$ cat src/cart_config.svh
//////////////////////////////
// Shared widths, cartridge header addresses, region codes and
// product IDs for the cartridge loading front end
//////////////////////////////
`ifndef CART_CONFIG_SVH
`define CART_CONFIG_SVH

`define LD_DATA_W        16
`define LD_ADDR_W        25
// Valid strobe, flags, address, compare, replace
`define CHEAT_W          129

// Product code words and the quirk decision point
`define HDR_ID_FIRST     'h182
`define HDR_ID_LAST      'h18A
`define HDR_QUIRK_ADDR   'h18C
`define HDR_REGION_ADDR0 'h1F0
`define HDR_REGION_ADDR1 'h1F2
`define HDR_END_ADDR     'h200

`define REGION_JP        2'd0
`define REGION_US        2'd1
`define REGION_EU        2'd2

`define SECTOR_COUNT_W   7

// Known product codes, eight ASCII characters each
`define ID_SRAM_0        64'("T-081276")
`define ID_SRAM_1        64'("T-81406 ")
`define ID_EEPROM_0      64'("MK-1215 ")
`define ID_EEPROM_1      64'("G-4060  ")
`define ID_SVP_0         64'("MK-1229 ")

`endif

$ cat src/cart_pkg.sv
//////////////////////////////
// Types shared by the loader blocks and the testbench
//////////////////////////////
`include "cart_config.svh"

package cart_pkg;

	// Host download word, taken either whole or byte by byte
	// bytes[1] is the high byte, bytes[0] the low byte
	typedef union packed {
		logic [`LD_DATA_W-1:0]         word;
		logic [`LD_DATA_W/8-1:0][7:0]  bytes;
	} ld_word_t;

endpackage

$ cat src/rom_write_ctrl.sv
//////////////////////////////
// Forwards cart download words to ROM memory over a toggle
// request/ack pair, stalls the host and records the ROM size
//////////////////////////////
`timescale 1ns/10ps
`include "cart_config.svh"

module rom_write_ctrl
	import cart_pkg::*;
(
	input  logic                  clk_sys,
	input  logic                  rst,
	input  logic                  cart_download,
	input  logic                  ioctl_wr,
	input  logic [`LD_ADDR_W-1:0] ioctl_addr,
	input  ld_word_t              ioctl_data,
	input  logic                  rom_wrack,
	output logic                  ioctl_wait,
	output logic                  rom_wr,
	output logic [`LD_ADDR_W-1:0] rom_addr,
	output logic [`LD_DATA_W-1:0] rom_din,
	output logic [`LD_ADDR_W-1:0] rom_sz
);

	logic old_download;
	logic download_end;

	// Memory expects big endian words
	assign rom_din  = {ioctl_data.bytes[0], ioctl_data.bytes[1]};
	assign rom_addr = cart_download ? ioctl_addr : rom_sz;

	always_ff @(posedge clk_sys) begin
		if (rst) begin
			old_download <= 1'b0;
			download_end <= 1'b0;
			ioctl_wait   <= 1'b0;
			rom_wr       <= 1'b0;
			rom_sz       <= '0;
		end else begin
			old_download <= cart_download;
			download_end <= old_download & ~cart_download;

			// Host address still holds the last write here
			if (download_end) begin
				rom_sz     <= ioctl_addr;
				ioctl_wait <= 1'b0;
			end

			if (~old_download & cart_download) begin
				rom_wr <= 1'b0;
			end else if (cart_download) begin
				if (ioctl_wr) begin
					ioctl_wait <= 1'b1;
					rom_wr     <= ~rom_wr;
				end else if (ioctl_wait && (rom_wr == rom_wrack)) begin
					ioctl_wait <= 1'b0;
				end
			end
		end
	end

endmodule

$ cat src/header_scan.sv
//////////////////////////////
// Watches cart header words for region letters and the product
// code, and raises quirk flags for known titles
//////////////////////////////
`timescale 1ns/10ps
`include "cart_config.svh"

module header_scan
	import cart_pkg::*;
(
	input  logic                  clk_sys,
	input  logic                  rst,
	input  logic                  cart_download,
	input  logic                  ioctl_wr,
	input  logic [`LD_ADDR_W-1:0] ioctl_addr,
	input  ld_word_t              ioctl_data,
	output logic                  hdr_j,
	output logic                  hdr_u,
	output logic                  hdr_e,
	output logic                  hdr_ready,
	output logic                  sram_quirk,
	output logic                  eeprom_quirk,
	output logic                  svp_quirk
);

	logic        old_download;
	logic        cart_wr;
	logic [2:0]  lo_class;
	logic [2:0]  hi_class;
	logic [2:0]  letter_hit;
	logic [63:0] cart_id;

	// Returns {J, U, other} for one header character
	function automatic logic [2:0] region_letter(input logic [7:0] ch);
		if (ch == "J")
			return 3'b100;
		else if (ch == "U")
			return 3'b010;
		else if (ch >= "0" && ch <= "Z")
			return 3'b001;
		else
			return 3'b000;
	endfunction

	assign cart_wr  = ioctl_wr & cart_download;
	assign lo_class = region_letter(ioctl_data.bytes[0]);
	assign hi_class = region_letter(ioctl_data.bytes[1]);

	// Both region words carry a letter in the low byte, the first one also in the high byte
	always_comb begin
		letter_hit = 3'b000;
		if (ioctl_addr == `HDR_REGION_ADDR0 || ioctl_addr == `HDR_REGION_ADDR1)
			letter_hit = letter_hit | lo_class;
		if (ioctl_addr == `HDR_REGION_ADDR0)
			letter_hit = letter_hit | hi_class;
	end

	////////////////////////////// Region flags
	always_ff @(posedge clk_sys) begin
		if (rst) begin
			old_download       <= 1'b0;
			{hdr_j, hdr_u, hdr_e} <= 3'b000;
			hdr_ready          <= 1'b0;
		end else begin
			old_download <= cart_download;
			if (~old_download & cart_download)
				{hdr_j, hdr_u, hdr_e} <= 3'b000;
			else if (cart_wr)
				{hdr_j, hdr_u, hdr_e} <= {hdr_j, hdr_u, hdr_e} | letter_hit;

			if (old_download & ~cart_download)
				hdr_ready <= 1'b0;
			else if (cart_wr && ioctl_addr == `HDR_END_ADDR)
				hdr_ready <= 1'b1;
		end
	end

	////////////////////////////// Product code
	// First and last words contribute one character each
	always_ff @(posedge clk_sys) begin
		if (cart_wr) begin
			if (ioctl_addr == `HDR_ID_FIRST)
				cart_id[63:56] <= ioctl_data.bytes[1];
			if (ioctl_addr == (`HDR_ID_FIRST + 2))
				cart_id[55:40] <= {ioctl_data.bytes[0], ioctl_data.bytes[1]};
			if (ioctl_addr == (`HDR_ID_FIRST + 4))
				cart_id[39:24] <= {ioctl_data.bytes[0], ioctl_data.bytes[1]};
			if (ioctl_addr == (`HDR_ID_FIRST + 6))
				cart_id[23:8] <= {ioctl_data.bytes[0], ioctl_data.bytes[1]};
			if (ioctl_addr == `HDR_ID_LAST)
				cart_id[7:0] <= ioctl_data.bytes[0];
		end
	end

	always_ff @(posedge clk_sys) begin
		if (rst || (~old_download & cart_download)) begin
			{sram_quirk, eeprom_quirk, svp_quirk} <= 3'b000;
		end else if (cart_wr && ioctl_addr == `HDR_QUIRK_ADDR) begin
			if (cart_id == `ID_SRAM_0 || cart_id == `ID_SRAM_1)
				sram_quirk <= 1'b1;
			if (cart_id == `ID_EEPROM_0 || cart_id == `ID_EEPROM_1)
				eeprom_quirk <= 1'b1;
			if (cart_id == `ID_SVP_0)
				svp_quirk <= 1'b1;
		end
	end

endmodule

$ cat src/region_select.sv
//////////////////////////////
// Chooses the console region once the header has been seen
//////////////////////////////
`timescale 1ns/10ps
`include "cart_config.svh"

module region_select (
	input  logic       clk_sys,
	input  logic       rst,
	input  logic       region_auto,
	input  logic       region_from_header,
	input  logic [1:0] region_priority,
	input  logic [1:0] file_region,
	input  logic       hdr_j,
	input  logic       hdr_u,
	input  logic       hdr_e,
	input  logic       hdr_ready,
	output logic [1:0] region_req,
	output logic       region_set
);

	logic ready_d1;
	logic ready_d2;

	always_ff @(posedge clk_sys) begin
		if (rst) begin
			ready_d1   <= 1'b0;
			ready_d2   <= 1'b0;
			region_req <= `REGION_JP;
			region_set <= 1'b0;
		end else begin
			ready_d1 <= hdr_ready;
			ready_d2 <= ready_d1;

			if (region_auto & ready_d1 & ~ready_d2) begin
				if (region_from_header) begin
					region_set <= 1'b1;
					// First letter found wins, else the order's first region
					case (region_priority)
						2'd0: region_req <= hdr_u ? `REGION_US : hdr_e ? `REGION_EU :
							hdr_j ? `REGION_JP : `REGION_US;
						2'd1: region_req <= hdr_e ? `REGION_EU : hdr_u ? `REGION_US :
							hdr_j ? `REGION_JP : `REGION_EU;
						2'd2: region_req <= hdr_u ? `REGION_US : hdr_j ? `REGION_JP :
							hdr_e ? `REGION_EU : `REGION_US;
						default: region_req <= hdr_j ? `REGION_JP : hdr_u ? `REGION_US :
							hdr_e ? `REGION_EU : `REGION_JP;
					endcase
				end else begin
					region_set <= |file_region;
					region_req <= file_region;
				end
			end

			if (ready_d2 & ~ready_d1)
				region_set <= 1'b0;
		end
	end

endmodule

$ cat src/cheat_loader.sv
//////////////////////////////
// Builds one cheat code from eight download words and strobes it
//////////////////////////////
`timescale 1ns/10ps
`include "cart_config.svh"

module cheat_loader
	import cart_pkg::*;
(
	input  logic                clk_sys,
	input  logic                rst,
	input  logic                code_download,
	input  logic                ioctl_wr,
	input  logic [3:0]          ioctl_addr,
	input  ld_word_t            ioctl_data,
	output logic [`CHEAT_W-1:0] cheat_code
);

	logic                cheat_valid;
	logic [`CHEAT_W-2:0] cheat_fields;

	assign cheat_code = {cheat_valid, cheat_fields};

	// Valid strobe lasts one cycle after the replace top word
	always_ff @(posedge clk_sys) begin
		if (rst)
			cheat_valid <= 1'b0;
		else
			cheat_valid <= code_download & ioctl_wr & (ioctl_addr == 4'd14);
	end

	// Bottom word lands at the lower even offset, top word at the next
	always_ff @(posedge clk_sys) begin
		if (code_download & ioctl_wr) begin
			case (ioctl_addr)
				4'd0:  cheat_fields[111:96]  <= ioctl_data.word;
				4'd2:  cheat_fields[127:112] <= ioctl_data.word;
				4'd4:  cheat_fields[79:64]   <= ioctl_data.word;
				4'd6:  cheat_fields[95:80]   <= ioctl_data.word;
				4'd8:  cheat_fields[47:32]   <= ioctl_data.word;
				4'd10: cheat_fields[63:48]   <= ioctl_data.word;
				4'd12: cheat_fields[15:0]    <= ioctl_data.word;
				4'd14: cheat_fields[31:16]   <= ioctl_data.word;
				default: ;
			endcase
		end
	end

endmodule

$ cat src/backup_sequencer.sv
//////////////////////////////
// Moves backup RAM sector by sector between the core and a
// mounted save image, with optional autosave on menu open
//////////////////////////////
`timescale 1ns/10ps
`include "cart_config.svh"

module backup_sequencer (
	input  logic                       clk_sys,
	input  logic                       rst,
	input  logic                       bk_ena,
	input  logic                       cart_download,
	input  logic                       img_size_nz,
	input  logic                       bk_change,
	input  logic                       bk_load,
	input  logic                       bk_save_req,
	input  logic                       autosave,
	input  logic                       osd_status,
	input  logic                       sd_ack,
	output logic                       sd_rd,
	output logic                       sd_wr,
	output logic [`SECTOR_COUNT_W-1:0] sd_lba,
	output logic                       bk_loading,
	output logic                       bk_busy,
	output logic                       sav_pending
);

	logic old_load;
	logic old_save;
	logic old_ack;
	logic old_download;
	logic old_change;
	logic bk_save;
	logic go_load;
	logic go_save;

	// A pending autosave fires as soon as the menu opens
	assign bk_save = bk_save_req | (sav_pending & osd_status);
	assign go_load = (~old_load & bk_load) | (old_download & ~cart_download & img_size_nz);
	assign go_save = ~old_save & bk_save & ~go_load;

	always_ff @(posedge clk_sys) begin
		if (rst) begin
			old_load     <= 1'b0;
			old_save     <= 1'b0;
			old_ack      <= 1'b0;
			old_download <= 1'b0;
			old_change   <= 1'b0;
			sd_rd        <= 1'b0;
			sd_wr        <= 1'b0;
			sd_lba       <= '0;
			bk_loading   <= 1'b0;
			bk_busy      <= 1'b0;
			sav_pending  <= 1'b0;
		end else begin
			old_load     <= bk_load;
			old_save     <= bk_save;
			old_ack      <= sd_ack;
			old_download <= cart_download;
			old_change   <= bk_change;

			if (~old_change & bk_change & ~osd_status)
				sav_pending <= autosave;
			else if (bk_busy)
				sav_pending <= 1'b0;

			// Request drops as soon as storage picks it up
			if (~old_ack & sd_ack)
				{sd_rd, sd_wr} <= 2'b00;

			////////////////////////////// Sector stepping
			if (!bk_busy) begin
				if (bk_ena & (go_load | go_save)) begin
					bk_busy    <= 1'b1;
					bk_loading <= go_load;
					sd_lba     <= '0;
					sd_rd      <= go_load;
					sd_wr      <= ~go_load;
				end
			end else if (old_ack & ~sd_ack) begin
				if (&sd_lba) begin
					bk_busy    <= 1'b0;
					bk_loading <= 1'b0;
				end else begin
					sd_lba <= sd_lba + 1'b1;
					sd_rd  <= bk_loading;
					sd_wr  <= ~bk_loading;
				end
			end
		end
	end

endmodule

$ cat src/cart_frontend.sv
//////////////////////////////
// Cartridge loading front end. Splits the host download into
// cart and cheat streams and connects the loader blocks
//////////////////////////////
`timescale 1ns/10ps
`include "cart_config.svh"

module cart_frontend
	import cart_pkg::*;
(
	input  logic                       clk_sys,
	input  logic                       rst,
	input  logic                       ioctl_download,
	input  logic [7:0]                 ioctl_index,
	input  logic                       ioctl_wr,
	input  logic [`LD_ADDR_W-1:0]      ioctl_addr,
	input  ld_word_t                   ioctl_data,
	input  logic                       rom_wrack,
	input  logic                       region_auto,
	input  logic                       region_from_header,
	input  logic [1:0]                 region_priority,
	input  logic                       sd_ack,
	input  logic                       img_mounted,
	input  logic                       img_readonly,
	input  logic                       img_size_nz,
	input  logic                       bk_change,
	input  logic                       bk_load,
	input  logic                       bk_save_req,
	input  logic                       autosave,
	input  logic                       osd_status,
	output logic                       ioctl_wait,
	output logic                       rom_wr,
	output logic [`LD_ADDR_W-1:0]      rom_addr,
	output logic [`LD_DATA_W-1:0]      rom_din,
	output logic [`LD_ADDR_W-1:0]      rom_sz,
	output logic                       sram_quirk,
	output logic                       eeprom_quirk,
	output logic                       svp_quirk,
	output logic [1:0]                 region_req,
	output logic                       region_set,
	output logic [`CHEAT_W-1:0]        cheat_code,
	output logic                       cheat_reset,
	output logic                       sd_rd,
	output logic                       sd_wr,
	output logic [`SECTOR_COUNT_W-1:0] sd_lba,
	output logic                       bk_loading,
	output logic                       bk_busy,
	output logic                       bk_ena,
	output logic                       sav_pending
);

	logic code_download;
	logic cart_download;
	logic old_download;
	logic hdr_j;
	logic hdr_u;
	logic hdr_e;
	logic hdr_ready;

	// Index with every bit set carries cheat codes
	assign code_download = ioctl_download & (&ioctl_index);
	assign cart_download = ioctl_download & ~(&ioctl_index);
	assign cheat_reset   = code_download & ioctl_wr & (ioctl_addr == '0);

	// Save image gets mounted while the cart is still downloading
	always_ff @(posedge clk_sys) begin
		if (rst) begin
			old_download <= 1'b0;
			bk_ena       <= 1'b0;
		end else begin
			old_download <= cart_download;
			if (~old_download & cart_download)
				bk_ena <= 1'b0;
			else if (cart_download & img_mounted & ~img_readonly)
				bk_ena <= 1'b1;
		end
	end

	rom_write_ctrl u_rom_write_ctrl (
		.clk_sys, .rst, .cart_download, .ioctl_wr, .ioctl_addr, .ioctl_data,
		.rom_wrack, .ioctl_wait, .rom_wr, .rom_addr, .rom_din, .rom_sz
	);

	header_scan u_header_scan (
		.clk_sys, .rst, .cart_download, .ioctl_wr, .ioctl_addr, .ioctl_data,
		.hdr_j, .hdr_u, .hdr_e, .hdr_ready, .sram_quirk, .eeprom_quirk, .svp_quirk
	);

	region_select u_region_select (
		.clk_sys, .rst, .region_auto, .region_from_header, .region_priority,
		.file_region(ioctl_index[7:6]),
		.hdr_j, .hdr_u, .hdr_e, .hdr_ready, .region_req, .region_set
	);

	cheat_loader u_cheat_loader (
		.clk_sys, .rst, .code_download, .ioctl_wr,
		.ioctl_addr(ioctl_addr[3:0]),
		.ioctl_data, .cheat_code
	);

	backup_sequencer u_backup_sequencer (
		.clk_sys, .rst, .bk_ena, .cart_download, .img_size_nz, .bk_change, .bk_load,
		.bk_save_req, .autosave, .osd_status, .sd_ack, .sd_rd, .sd_wr, .sd_lba,
		.bk_loading, .bk_busy, .sav_pending
	);

endmodule

$ cat config.mk
export PLATFORM = sky130hd
export DESIGN_NAME = cart_frontend
export DESIGN_NICKNAME = d
export VERILOG_FILES = /design/src/cart_pkg.sv /design/src/rom_write_ctrl.sv /design/src/header_scan.sv /design/src/region_select.sv /design/src/cheat_loader.sv /design/src/backup_sequencer.sv /design/src/cart_frontend.sv
export VERILOG_INCLUDE_DIRS = /design/src /design/src/src
export SDC_FILE = /design/constraint.sdc
export NUM_CORES = 1
export LEC_CHECK = 0
export ABC_AREA = 1
export BUFFER_PORTS_ARGS = -buffer_cell sky130_fd_sc_hd__buf_4
export CAP_MARGIN = 30
export CORE_AREA = 2 2 177 135
export CTS_CLUSTER_SIZE = 40
export DETAILED_ROUTE_END_ITERATION = 10
export DIE_AREA = 0 0 179 137
export PLACE_DENSITY_LB_ADDON = 0.08
export SYNTH_ARGS = -nofsm -noshare
export SYNTH_HDL_FRONTEND = slang
export SYNTH_HIERARCHICAL = 1
export SYNTH_SLANG_ARGS = --single-unit
$ cat constraint.sdc
create_clock -name clk_sys -period 2.3 [get_ports clk_sys]
set_input_delay 0.23 -clock clk_sys [delete_from_list [all_inputs] [get_ports clk_sys]]
set_output_delay 0.23 -clock clk_sys [all_outputs]
set_load 0.05 [all_outputs]
==> results of run 1 <==
-- critical path: cells and delay by family --
family | cells | cell delay [ns]
buffers and inverters | 5 | 1.40
and+or+nand+nor | 3 | 0.27
-- cell type report --
type                            instances  share of cell area [%]
Timing Repair Buffer                  330                    18.7
Clock inverter                         13                   0.832
Sequential cell                       254                    51.2
Inverter                               96                    2.65
Multi-Input combinational cell        566                    18.7
Tap cell                              300                    2.74
Clock buffer                           34                    5.20
-- final timing paths --
path / startpoint / slack (ns) / cells past startpoint / end
worst max-delay path: ioctl_download / 0.15 / 8 / rom_addr[8]
worst min-delay path: ioctl_addr[22] / 0.02 / 3 / u_rom_write_ctrl/rom_sz[22]
worst max register to register: u_header_scan/cart_id[7] / 0.80 / 9 / u_header_scan/eeprom_quirk
worst min register to register: u_header_scan/hdr_ready / 0.43 / 2 / u_region_select/ready_d1
-- registers in the layout, summed over array words and instances (netlist names), 2 cells and up --
signal and flops:
u_rom_write_ctrl/rom_sz 25, u_header_scan/cart_id 64, u_backup_sequencer/sd_lba 7, u_region_select/region_req 2
u_cheat_loader/cheat_fields 128
-- cell usage after synthesis --
cell,n,area (sq um)
buf_4,21,158
a21oi_2,3,26.3
ha_1,1,12.5
o21ai_1,4,20.0
nand3b_2,1,11.3
buf_6,1,11.3
edfxtp_1,192,5770
inv_1,88,330
o21ai_0,34,170
clkbuf_1,1,3.75
nor3_2,1,10.0
nand2_4,2,22.5
nor2_1,179,672
nor4_1,3,18.8
nor2_4,4,45.0
clkbuf_4,2,15.0
a21boi_0,1,7.51
nand4_1,12,75.1
a21oi_1,24,120
nor3_1,10,50.1
nor2_2,9,56.3
clkbuf_2,2,10.0
nand2_2,4,25.0
and3_1,2,12.5
nor3b_2,1,12.5
a21boi_1,1,7.51
inv_2,8,30.0
dfxtp_1,62,1240
or2_1,4,25.0
nand3_2,3,30.0
or2_2,1,6.26
buf_2,2,10.0
o21bai_1,1,7.51
nand2_1,198,743
nand3b_1,11,82.6
nand3_1,50,250
nand3_4,2,35.0
-- per-layer routing --
metal / up-vias / share of wire [%] / global-route usage (%)
li1: 3774 / - / -
met1: 3598 / 43 / 30.9
met2: 271 / 46 / 34.1
met3: 32 / 9.4 / 7.97
met4: 0 / 1.8 / 4.43
met5: - / 0 / 0
-- repair_timing --
| item | in CTS | in global routing |
|---|---|---|
| gates resized for setup | 0 | 3 |
| endpoints found under the hold margin | 28 | 0 |
| hold buffers | 30 | 0 |
| endpoints found under the setup margin | 0 | 5 |
| setup buffers | 0 | 0 |
-- power by group through the flow --
stage	clock network (mW)	logic, mW	registers (mW)
2_1_floorplan	0	0.353	5.14
3_3_place_gp	0	0.751	5.07
3_5_place_dp	0	0.753	5.07
4_1_cts	4.17	0.796	4.97
5_1_grt	4.35	0.854	4.97
6_report	4.08	0.793	4.97
-- through the flow --
stage               util (%)  area [sq um]
floorplan                  -         10100
global placement        55.1         12600
detailed placement      55.1         12600
CTS                     60.1         13700
global route            60.1         13700
finish                  60.1         13700
-- logic make-up (layout without fill, tap and decap cells) --
family	after synthesis	in the layout
DFF	254	254
adders and majority gates	1	1
AOI/OAI and AO/OA	68	68
buffers and inverters	125	473
and+or+nand+nor	497	497
==> run_results.csv, run 1 <==
group,metric,value,unit
synthesis,synth-xor-area-share,0,%
floorplan,start_util,44.5,%
global_route,grt_pass1_vias,7199,
clock_tree,cts.sinks,254,
sta,finalSetupViolCount,0,
worst_setup_path,startpoint_type,"input port",
clock_tree,cts_made_buffers,26,
sta,grt_setup_unrepaired,"no",
global_route,grt_remaining_overflow,0,
synthesis,synth_seq_cells,254,
worst_setup_path,path_cells,"dlygate4sd3_1 > buf_4 > nand2_1 > inv_1 > buf_6 > nand2_1 > nand2_1 > buf_4",
power,finalPower,9.85,mW
finish,layout_commonest_cell,"buf_4",
synthesis,syn_inst,945,
synthesis,synth_cell_types,37,
hold_path,hold_class,"in2reg",
detailed_routing,wl_per_cell,17.3,microns
worst_setup_path,slowest_stage,"dlygate4sd3_1",
power,p_sw,2.25,mW
outcome,outcome,"finished clean",
sta,slew_headroom,60.9,%
floorplan,core,22800,sq um
power,p_int,7.60,mW
power,seqPwrFrac,50.5,%
clock_tree,clockRootBuffer,"clkbuf_16",
placement,dp.final_hpwl,18900,microns
synthesis,postSynthNetCount,1013,
run,drv_cap,0,
detailed_routing,vias_per_cell,4.82,
placement,place_ws,0.406,ns
finish,final_cells,1593,
global_route,grt_pass1_wl,41400,microns
synthesis,yosysWarnings,6,
synthesis,ys_seq_area_share,69.2,%
worst_setup_path,required,2.07,ns
synthesis,synth-adder-area-share,0.124,%
floorplan,die_y,137,microns
sta,period_share,93.7,%
detailed_routing,totalWireLength,27600,microns
power,clkPwrFrac,41.5,%
sta,timing.fmax,464,MHz
sta,period_minus_slack,2.15,ns
global_route,grt_usage,22.3,%
finish,multi_input_area,2560,sq um
synthesis,synth_top_family_by_area,"simple AND/OR/NAND/NOR gates",
floorplan,die_area,24500,sq um
floorplan,fp.dieW,179,microns
clock_tree,htree_levels,1,
finish,syn_to_final_growth,35.1,%
sta,totalNegativeSetupSlack,0,ns
placement,place_congestion,0.817,
clock_tree,clock_path_buffers,3,
worst_setup_path,worstSetupEndpointType,"output pin",
global_route,grt_max_degree,28,
sta,fin_hold_ws,0.0211,ns
worst_setup_path,cp_common_cell,"nand2_1",
synthesis,synth_compound_area_share,3.54,%
detailed_routing,vias,7675,
detailed_routing,first_iter_violations,440,
synthesis,syn_avg_cell_area,10.7,sq um
sta,hold_violations,0,
power,pwr_density_cell,720,nW/um^2
finish,most-common-layout-cells,"buf_4, nand2_1, edfxtp_1",
power,peakVddDrop,0.000578,V
synthesis,synthMuxAreaShare,0,%
detailed_routing,drtAntennaViolNets,0,
worst_setup_path,setup.worst_path.class,"in2out",
clock_tree,clock_latency,0.53,ns
finish,n_antenna_cell,0,
finish,fill_cells,1860,
worst_setup_path,cpPeakStageDelay,0.54,ns
detailed_routing,route.detailed.drc,0,
synthesis,syn_area,10100,sq um
finish,regArea,7010,sq um
sta,finalWorstSetupSlack,0.145,ns
worst_setup_path,worstPathMaxFanout,27,
clock_tree,cts_tree,"done",
sta,tightest_slew,0.585,ns
placement,placed_cells,1516,
synthesis,synth_simple_gate_area_share,21.6,%
finish,drive_gt1_share,29.1,%
power,p_sw_share,22.9,%
sta,drv_slew,0,
floorplan,rows,48,
power,pwr-share-comb,8.1,%
sta,finClkSkew,0.0139,ns
detailed_routing,dr.pass1.iters,5,
finish,layout.nets,1342,
power,power.leakage,5.68,nW
worst_setup_path,cp.arrival,1.92,ns
floorplan,num_io_pins,284,
clock_tree,cts.clk_slew.worst_paths,0.06,ns
placement,io_buffers,283,
global_route,antenna_found_initial,0,
(Power assumes the default switching activity.)
==> run 2: changes to the inputs <==
REMOVE_ABC_BUFFERS = 1   (was default)
==> run_results.csv, run 2 (same netlist as run 1, synthesis figures left out) <==
group,metric,value,unit
sta,slew_headroom,63.5,%
detailed_routing,totalWireLength,27500,microns
sta,finalSetupViolCount,0,
finish,n_antenna_cell,0,
worst_setup_path,cp.arrival,1.89,ns
global_route,grt_max_degree,28,
finish,final_cells,1595,
finish,largest_reg_flops,128,
finish,drive_gt1_share,29.3,%
placement,io_buffers,283,
finish,layout.nets,1343,
run,drv_cap,0,
global_route,antenna_found_initial,0,
detailed_routing,vias_per_cell,4.85,
finish,layout_commonest_cell,"buf_4",
placement,dp.final_hpwl,18800,microns
hold_path,hold_class,"in2reg",
sta,timing.fmax,472,MHz
detailed_routing,drtAntennaViolNets,0,
floorplan,die_area,24500,sq um
floorplan,fp.dieW,179,microns
finish,regMostFlops,"u_cheat_loader/cheat_fields",
finish,final_cell_area,13800,sq um
sta,tightest_slew,0.547,ns
floorplan,start_util,44.5,%
worst_setup_path,r2r-start,"u_header_scan/cart_id[7]",
clock_tree,clock_latency,0.52,ns
sta,hold_violations,0,
floorplan,rows,48,
clock_tree,cts_made_buffers,26,
detailed_routing,wl_per_cell,17.2,microns
floorplan,num_io_pins,284,
power,power.leakage,5.72,nW
detailed_routing,dr.pass1.iters,5,
global_route,grt_usage,22.4,%
power,peakVddDrop,0.000509,V
sta,grt_setup_unrepaired,"no",
finish,largest_registers,"u_cheat_loader/cheat_fields (128), u_header_scan/cart_id (64), u_rom_write_ctrl/rom_sz (25)",
worst_setup_path,worstPathMaxFanout,18,
sta,finClkSkew,0.0155,ns
placement,placed_cell_area,12600,sq um
detailed_routing,route.detailed.drc,0,
clock_tree,cts.clk_slew.worst_paths,0.06,ns
sta,period_minus_slack,2.12,ns
clock_tree,htree_levels,1,
clock_tree,cts.sinks,254,
finish,syn_to_final_growth,35.9,%
clock_tree,cts_tree,"done",
hold_path,min_from,"ioctl_wr",
worst_setup_path,startpoint,"ioctl_download",
clock_tree,clockRootBuffer,"clkbuf_16",
floorplan,core,22800,sq um
outcome,outcome,"finished clean",
worst_setup_path,startpoint_type,"input port",
global_route,grt_remaining_overflow,0,
placement,place_congestion,0.837,
worst_setup_path,required,2.07,ns
sta,period_share,92.2,%
sta,drv_slew,0,
detailed_routing,vias,7742,
worst_setup_path,worstSetupEndpointType,"output pin",
placement,placed_cells,1516,
finish,most-common-layout-cells,"buf_4, nand2_1, edfxtp_1",
power,pwr_density_cell,737,nW/um^2
floorplan,die_y,137,microns
clock_tree,clock_path_buffers,3,
global_route,grt_pass1_wl,41700,microns
global_route,grt_pass1_vias,7429,
worst_setup_path,setup.worst_path.class,"in2out",
detailed_routing,first_iter_violations,550,
[run 2: changes by cell type in the layout (fill, tap and decap cells not counted), sizes merged]
| cell | change |
|---|---|
| dlygate4sd3 | +1 |
| bufinv | +3 |
| clkbuf | -2 |
| clkinv | +1 |
| clkinvlp | -1 |
[run 2: cell type report]
class | instances | area, sq um
Fill cell | 1889 | 9000
Sequential cell | 254 | 7010
Timing Repair Buffer | 331 | 2560
Multi-Input combinational cell | 566 | 2560
Clock buffer | 32 | 694
Tap cell | 300 | 375
Inverter | 96 | 363
Clock inverter | 16 | 204
[run 2: final timing paths]
kind | endpoint | cells after the start | slack, ns
setup / recovery | rom_addr[22] | 8 | 0.18
hold / removal | u_rom_write_ctrl/ioctl_wait | 3 | 0.03
setup reg to reg | u_header_scan/eeprom_quirk | 9 | 0.72
hold reg to reg | u_region_select/ready_d1 | 2 | 0.43
[run 2: layer usage]
layer  part of all wire (%)  up-vias  track usage (%)
met1                     45     3655             31.3
li1                       -     3787                -
met5                      0        -                0
met4                    1.9        0             5.47
met3                    8.8       45             7.53
met2                     45      255             33.9
[run 2: what timing repair did]
action	4_1_cts	5_1_grt
hold buffers	31	0
setup endpoints to repair	0	8
setup buffers	0	0
endpoints found under the hold margin	29	0
resized for setup	0	2
[run 2: per-stage QoR]
step           worst slack, ns  total power [mW]  utilization, %  hold slack, ns  setup TNS [ns]
6_report                 0.179              10.2            60.5          0.0338               0
5_1_grt                 0.0685              10.5            60.5          0.0233               0
4_1_cts                  0.124              10.2            60.5          0.0106               0
3_5_place_dp             0.303              5.82            55.2           0.422               0
3_3_place_gp             0.374              5.82            55.2           0.422               0
2_1_floorplan           -0.226              5.41               -           0.292          -10.86
[run 2: power by group]
| group | switching [mW] | leakage [nW] | internal [mW] |
|---|---|---|---|
| Clock | 1.69 | 0.435 | 2.70 |
| Sequential | 0.0219 | 2.23 | 4.95 |
| Combinational | 0.535 | 3.06 | 0.255 |
| Total | 2.25 | 5.72 | 7.90 |
[run 2: critical path, stage by stage]
cell and delay, ns:
dlygate4sd3_1 0.55, buf_4 0.13, nand2_1 0.07, inv_1 0.24, buf_4 0.30, nand2_1 0.07, o21ai_0 0.07, buf_4 0.22
